--- src/ls_pkg.sv ---
/* Widths, size codes and bus structs of the load/store slice
   Struct fields are listed MSB first, as they appear on the ports */
package ls_pkg;

    typedef logic [31:0] word_t;
    typedef logic [2:0]  reg_idx_t;
    typedef logic [3:0]  byte_mask_t;
    typedef logic [1:0]  size_t;
    typedef logic [4:0]  offset_t;

    // Access size codes, SIZE_XCHG is a word access
    localparam size_t SIZE_BYTE = 2'd0;
    localparam size_t SIZE_HALF = 2'd1;
    localparam size_t SIZE_WORD = 2'd2;
    localparam size_t SIZE_XCHG = 2'd3;

    localparam int RCN_SELECT_BIT = 31;   // Set means the remote bus
    localparam int RAM_WORDS_LOG2 = 10;
    localparam int NUM_REGS       = 8;

    typedef struct packed {
        logic     store;
        logic     post_inc;
        size_t    size;
        offset_t  offset;
        reg_idx_t ptr;
        reg_idx_t data_reg;
    } ls_op_t;

    typedef struct packed {
        logic       cs;
        logic       wr;
        word_t      addr;
        byte_mask_t mask;
        word_t      wdata;
    } dbus_req_t;

    typedef struct packed {
        logic       cs;
        logic       xch;
        logic       wr;
        word_t      addr;
        reg_idx_t   wbreg;
        byte_mask_t mask;
        word_t      wdata;
    } rcn_req_t;

    typedef struct packed {
        logic     en;
        reg_idx_t idx;
        word_t    data;
    } wb_t;

endpackage

--- src/ls_reg_file.sv ---
/* Eight registers, one write per register per cycle
   Priority is load write back, then pointer update, then host */
`timescale 1ns/10ps

module ls_reg_file
(
    input  logic                                  clk,
    input  logic                                  rst,

    input  ls_pkg::wb_t                           host_wb,
    input  ls_pkg::wb_t                           wb_load,
    input  ls_pkg::wb_t                           wb_ptr,

    input  ls_pkg::reg_idx_t                      rd_idx,
    output ls_pkg::word_t                         rd_data,

    output ls_pkg::word_t [ls_pkg::NUM_REGS-1:0]  regs
);

    //////////////////////////////////////////////////
    // Write ports
    //////////////////////////////////////////////////

    always_ff @(posedge clk or posedge rst)
    begin
        if (rst)
        begin
            regs <= '0;
        end
        else
        begin
            for (int i = 0; i < ls_pkg::NUM_REGS; i++)
            begin
                if (wb_load.en && (wb_load.idx == ls_pkg::reg_idx_t'(i)))
                begin
                    regs[i] <= wb_load.data;
                end
                else if (wb_ptr.en && (wb_ptr.idx == ls_pkg::reg_idx_t'(i)))
                begin
                    regs[i] <= wb_ptr.data;
                end
                else if (host_wb.en && (host_wb.idx == ls_pkg::reg_idx_t'(i)))
                begin
                    regs[i] <= host_wb.data;
                end
            end
        end
    end

    //////////////////////////////////////////////////
    // Read port
    //////////////////////////////////////////////////

    assign rd_data = regs[rd_idx];   // No bypass of same-cycle writes

endmodule

--- config.mk ---
export PLATFORM = sky130hd
export DESIGN_NAME = ls_reg_file
export DESIGN_NICKNAME = d
export VERILOG_FILES = /design/src/ls_pkg.sv /design/src/ls_reg_file.sv
export SDC_FILE = /design/constraint.sdc
export NUM_CORES = 1
export LEC_CHECK = 0
export BUFFER_PORTS_ARGS = -buffer_cell sky130_fd_sc_hd__buf_4
export CORE_MARGIN = 2
export CORE_UTILIZATION = 60
export DETAILED_ROUTE_END_ITERATION = 16
export PLACE_DENSITY_LB_ADDON = 0.3
export SYNTH_ARGS = -nofsm -noshare
export SYNTH_HDL_FRONTEND = slang
export SYNTH_SLANG_ARGS = --single-unit
--- constraint.sdc ---
create_clock -name clk -period 23.3 [get_ports clk]
set_input_delay 4.66 -clock clk [delete_from_list [all_inputs] [get_ports clk]]
set_output_delay 4.66 -clock clk [all_outputs]
set_load 0.02 [all_outputs]
==> impl_metrics.ini, run 1 <==
[layout]
multi_input_area_um2 = 9560
seqCellArea_um2 = 6410
syn2layout_area_growth_pct = 19.5
reg_top3 = regs (256)
fin_nets = 1989
drive_gt1_share_pct = 32.0
num-fill-cells = 2010
largest-register = regs
fin_area_um2 = 20500
largest_reg_flops = 256

[route]
finalWirelength_um = 73900
dr.pass1.iters = 6
drt_iter0_markers = 2938
detail_route.vias_per_cell = 7.79
post-route-drc-count = 0
wl_per_cell_um = 32.5
ant_nets = 0
vias = 17700

[clock_network]
path_clk_slew_ps = 60
hold_buffers = 0
clk-insertion-delay-late_ps = 540
root_buffer = clkbuf_16
cts_setup_buffers = 0
cts_resized = 0
cts_tree = done
htree_num_levels = 1
numCtsBuffers = 27
numClockSinks = 256
cts_buffer_depth = 3

[sta]
post-route-min-period_ps = 11540
finClkSkew_ps = 0
tightest_slew_ps = 1250
slew_headroom_pct = 16.6
fmax_mhz = 86.7
setup_viol = 0
timing.final.max_slew_violations = 0
fin_setup_tns_ps = 0
fin_crit_sh_pct = 49.5
rsz0062_at_grt = false
finalHoldViolCount = 0

[synth]
ys_seq_area_share_pct = 37.4
syn_inst = 1720
synth_cell_types = 30
synth_area_um2 = 17100
ys.warnings.count = 0
synth.avg_cell_area_um2 = 9.96
yosys_register_bits = 256
syn_nets = 1833

[power_and_ir_drop]
p_leak_nw = 9.58
totalPowerFinal_mw = 1.76
peakVddDrop_mv = 0.0505
internal_power_mw = 1.09
power_density_nw_per_um2 = 86.0
p_comb_share_pct = 37.9
swShare_pct = 38.0
switching_power_uw = 669
p_seq_share_pct = 37.8
pwr-share-clk_pct = 24.3

[global_route]
grt.total_usage_pct = 47.5
grt_pass1_vias = 17500
grt_pass1_wl_um = 109000
grt-ovfl-total = 0
grt_max_degree = 134
antenna_found_initial = 5

[worst_setup_path]
cp_common_cell = buf_4
crit_slowest_cell = buf_4
r2r-end = regs[179]$_DFFE_PP0P_
r2r_start = regs[179]$_DFFE_PP0P_
critical-path-max-stage-delay_ps = 640
start_kind = input pin
crit_type = input pin to primary output
critPathTopFamily = buffers and inverters
r2r_slack_ps = 22160
worst_setup_path_end_kind = primary output
required_ps = 18640
crit_fanout = 35
path_buf_inv = 3
reg2reg_depth = 2
path_cells = buf_4 -> buf_4 -> mux4_2 -> mux2_2 -> buf_4
arrival_ps = 6880

[place]
io_buffers = 400
dpl-instance-area_um2 = 19600
hpwl_um = 43000
gp_congestion = 0.908

[min_path]
hp-class = register to register
holdPathEnd = regs[153]$_DFFE_PP0P_
hold_path_startpoint = regs[153]$_DFFE_PP0P_
holdPathStages = 2

[floorplan]
num_io_pins = 401
rows = 61
core_area_um2 = 27900
fp.dieW_um = 173
start_util_pct = 61.3
fp.dieArea_um2 = 29900
die_height_um = 173

[job]
drv_cap = 0

[status]
status = complete, no violations
==> cell type report <==
cell class | instances | share of cell area [%]
multi-input cells | 1168 | 46.7
flip-flops and latches | 256 | 31.3
repair buffers | 422 | 15.5
clock buffers | 41 | 3.75
well taps | 378 | 2.31
clock inverters | 7 | 0.318
inverters | 1 | 0.0550
diodes | 4 | 0.0489
==> metrics by stage <==
| stage | cells | hold WS (ps) | util, % | setup slack [ps] |
|---|---|---|---|---|
| final | 2277 | 674 | 73.3 | 11760 |
| after CTS | 2273 | 670 | 73.2 | 11760 |
| after global routing | 2277 | 714 | 73.3 | 11610 |
| after floorplan | 1720 | 758 | - | 11600 |
| after detailed placement | 2225 | 655 | 70.2 | 11760 |
| after global placement | 2225 | 648 | 70.2 | 11800 |
==> cells in the mapped netlist <==
library cell | n | area, µm²
nand4_1 | 2 | 12.5
or4b_1 | 2 | 20.0
buf_6 | 8 | 90.1
nand4b_2 | 1 | 15.0
nand4bb_1 | 4 | 45.0
a211oi_1 | 248 | 1860
and4b_1 | 9 | 90.1
and4bb_2 | 4 | 50.1
nor4b_2 | 2 | 30.0
clkbuf_2 | 4 | 20.0
inv_1 | 1 | 3.75
and4_1 | 3 | 26.3
buf_4 | 12 | 90.1
nor4bb_1 | 5 | 50.1
nor2_1 | 256 | 961
clkbuf_4 | 5 | 37.5
o21a_2 | 2 | 17.5
nand4b_1 | 5 | 43.8
or4bb_1 | 2 | 22.5
dfrtp_1 | 256 | 6410
nor4b_4 | 1 | 23.8
mux4_2 | 64 | 1440
mux2_2 | 32 | 360
o21a_1 | 6 | 45.0
nor4_1 | 256 | 1600
mux2i_1 | 256 | 2560
a211oi_2 | 8 | 100
buf_1 | 46 | 173
clkbuf_1 | 136 | 510
buf_2 | 84 | 420
==> power by group through the flow <==
| stage | combinational (mW) | clock [mW] | sequential [mW] |
|---|---|---|---|
| 2_1_floorplan | 0.283 | 0 | 0.735 |
| 3_3_place_gp | 0.642 | 0 | 0.661 |
| 3_5_place_dp | 0.659 | 0 | 0.663 |
| 4_1_cts | 0.661 | 0.421 | 0.657 |
| 5_1_grt | 0.698 | 0.440 | 0.670 |
| 6_report | 0.667 | 0.427 | 0.666 |
==> how the worst max path moves through the flow <==
stage | to | cells past startpoint | slack, ps | startpoint
CTS | rd_data[19] | 5 | 11760 | rd_idx[0]
detailed placement | rd_data[16] | 5 | 11760 | rd_idx[0]
finish | rd_data[16] | 5 | 11760 | rd_idx[0]
global placement | rd_data[16] | 5 | 11800 | rd_idx[0]
floorplan | regs[0]$_DFFE_PP0P_ | 1 | 11600 | rst
global route | rd_data[16] | 5 | 11610 | rd_idx[0]
==> worst min-delay path, cell delays in order, from the launching register on <==
cell,delay (ps)
dfrtp_1,370
nor4_1,70
a211oi_2,180
==> placed cells by master (no fill, tap or decap), types with 5 or more instances in the layout <==
master and instances:
clkbuf_16 27, o21a_2 8, nor4_1 256, buf_4 422, a211oi_1 248, dfrtp_1 256, mux2_2 32, nand4b_1 5
a211oi_2 8, and4b_2 9, mux4_2 64, clkbuf_1 10, mux2i_1 256, nor4bb_4 5, nor2_1 256
==> per-layer routing <==
metal / global-route usage [%] / vias to the layer above / part of all wire (%)
met3: 18.0 / 472 / 16
li1: - / 6889 / -
met1: 58.5 / 8483 / 34
met5: 0 / - / 0.022
met4: 33.6 / 2 / 8.2
met2: 69.0 / 1899 / 43
==> logic make-up after synthesis <==
family                 synth area share, %
muxes                                 25.5
buffers and inverters                 7.85
and+or+nand+nor                       17.5
DFF                                   37.4
AOI/OAI and AO/OA                     11.8
Power figures use the tool's default switching activity.
==> run 2: changes to the inputs <==
Settings changed: CORE_UTILIZATION 60 to 50.
Clock period 23.3 ns to 10.57 ns, I/O delays scaled along.
==> run 2 against run 1 <==
  * Clock-buffer cell count rose by 2
  * First-iteration DRC count shrank 20%
  * Die area increased by 20%
  * Combinational power increased by 120%
  * Sequential power increased by 120%
  * Clock power increased by 130%
  * Global-route usage fell by 6.9 points
  * Setup slack worse by 7600 ps
  * Critical path type unchanged
  * Critical endpoint is now rd_data[18]
  * Largest power group is now registers
==> impl_metrics.ini, run 2 (synthesized netlist as in run 1, its figures left out) <==
[layout]
n_antenna_cell = 0
mostFrequentLayoutCells = 423 x buf_4, 256 x nor2_1, 256 x mux2i_1, 256 x nor4_1, 256 x dfrtp_1
final_cells = 2347
reg_top3 = regs (256)
fin_nets = 1992
syn2layout_area_growth_pct = 20.5
fin_area_um2 = 20600
largest-register = regs
layout_commonest_cell = buf_4
num-fill-cells = 2758
largest_reg_flops = 256
drive_gt1_share_pct = 32.1

[worst_setup_path]
worst_setup_path_end_kind = primary output
crit_path_end = rd_data[18]
reg2reg_depth = 2
crit_type = input pin to primary output
critical-path-max-stage-delay_ps = 690
r2r-end = regs[144]$_DFFE_PP0P_
crit_fanout = 34
start_kind = input pin
path_cells = buf_4 -> buf_4 -> mux4_2 -> mux2_2 -> buf_4
arrival_ps = 4340
r2r_start = regs[144]$_DFFE_PP0P_
cp_common_cell = buf_4
required_ps = 8460
r2r_slack_ps = 9460
critPathLaunch = rd_idx[0]
crit_slowest_cell = buf_4

[global_route]
grt_pass1_wl_um = 110000
grt.total_usage_pct = 40.6
grt_pass1_vias = 17000
grt_max_degree = 152
antenna_found_initial = 0
grt-ovfl-total = 0

[power_and_ir_drop]
p_leak_nw = 9.63
power_density_nw_per_um2 = 190
peakVddDrop_mv = 0.120
totalPowerFinal_mw = 3.93

[route]
detail_route.vias_per_cell = 7.36
finalWirelength_um = 75100
drt_iter0_markers = 2347
vias = 17300
wl_per_cell_um = 32.0
post-route-drc-count = 0
ant_nets = 0
dr.pass1.iters = 5

[sta]
finalHoldViolCount = 0
hold_ws_ps = 670
post-route-min-period_ps = 6450
timing.final.max_slew_violations = 0
fin_setup_tns_ps = 0
setup_viol = 0
tightest_slew_ps = 1220
fin_crit_sh_pct = 61.0
slew_headroom_pct = 18.4
rsz0062_at_grt = false
finClkSkew_ps = 0
fmax_mhz = 155

[clock_network]
numClockSinks = 256
cts_tree = done
cts_setup_buffers = 0
clk-insertion-delay-late_ps = 560
numCtsBuffers = 28
cts_resized = 0
hold_buffers = 0
path_clk_slew_ps = 60
cts_buffer_depth = 3
htree_num_levels = 1
root_buffer = clkbuf_16

[floorplan]
fp.dieW_um = 189
start_util_pct = 51.0
num_io_pins = 401
fp.dieArea_um2 = 35800
core_area_um2 = 33600
die_height_um = 189
rows = 67

[min_path]
hold_path_startpoint = regs[151]$_DFFE_PP0P_
hp-class = register to register

[place]
placed_cells = 2297
dpl-instance-area_um2 = 19700
hpwl_um = 44300
io_buffers = 400
gp_congestion = 0.850

[job]
drv_cap = 0

[status]
status = complete, no violations
-- run 2: changes by cell type in the layout (fill, tap and decap cells not counted), sizes merged --
cell	delta
diode	-4
buf	+2
clkbuf	+2
bufinv	+1
clkinv	-1
-- run 2: report_power, final --
group	total, mW	internal [mW]	switching, mW
logic	1.46	0.685	0.776
clock network	1.00	0.572	0.428
registers	1.47	1.20	0.272
-- run 2: worst max-delay path: cells and delay by family --
family                 cells  cell delay [ps]
muxes                      2              860
buffers and inverters      3             1320
-- run 2: worst min-delay path by stage --
stage                                       end  slack (ps)  cells after the start
after floorplan           regs[138]$_DFFE_PP0P_         760                      2
after global placement    regs[152]$_DFFE_PP0P_         650                      2
after detailed placement  regs[153]$_DFFE_PP0P_         660                      2
after CTS                 regs[153]$_DFFE_PP0P_         670                      2
after global routing       regs[89]$_DFFE_PP0P_         710                      2
final                     regs[151]$_DFFE_PP0P_         670                      2
-- run 2: cell type report --
| cell class | count | area [µm²] | share of cell area, % |
|---|---|---|---|
| Sequential cell | 256 | 6410 | 31.0 |
| Multi-Input combinational cell | 1168 | 9560 | 46.3 |
| Clock buffer | 43 | 807 | 3.91 |
| Inverter | 1 | 11.3 | 0.0546 |
| Timing Repair Buffer | 424 | 3200 | 15.5 |
| Tap cell | 448 | 561 | 2.72 |
| Clock inverter | 7 | 101 | 0.491 |
-- run 2: layer usage --
metal | routed length, µm | global-route usage [%] | part of all wire, % | up-vias
met3 | 10500 | 12.3 | 14 | 342
li1 | - | - | - | 6885
met1 | 27100 | 52.9 | 36 | 8432
met5 | 0 | 0 | 0 | -
met2 | 33100 | 61.7 | 44 | 1620
met4 | 4230 | 20.2 | 5.6 | 0
-- run 2: metrics by stage --
stage	util (%)	setup WS, ps
after floorplan	-	1410
after global placement	58.7	4130
after detailed placement	58.7	4090
after CTS	61.4	4070
after global routing	61.4	3920
final	61.4	4120
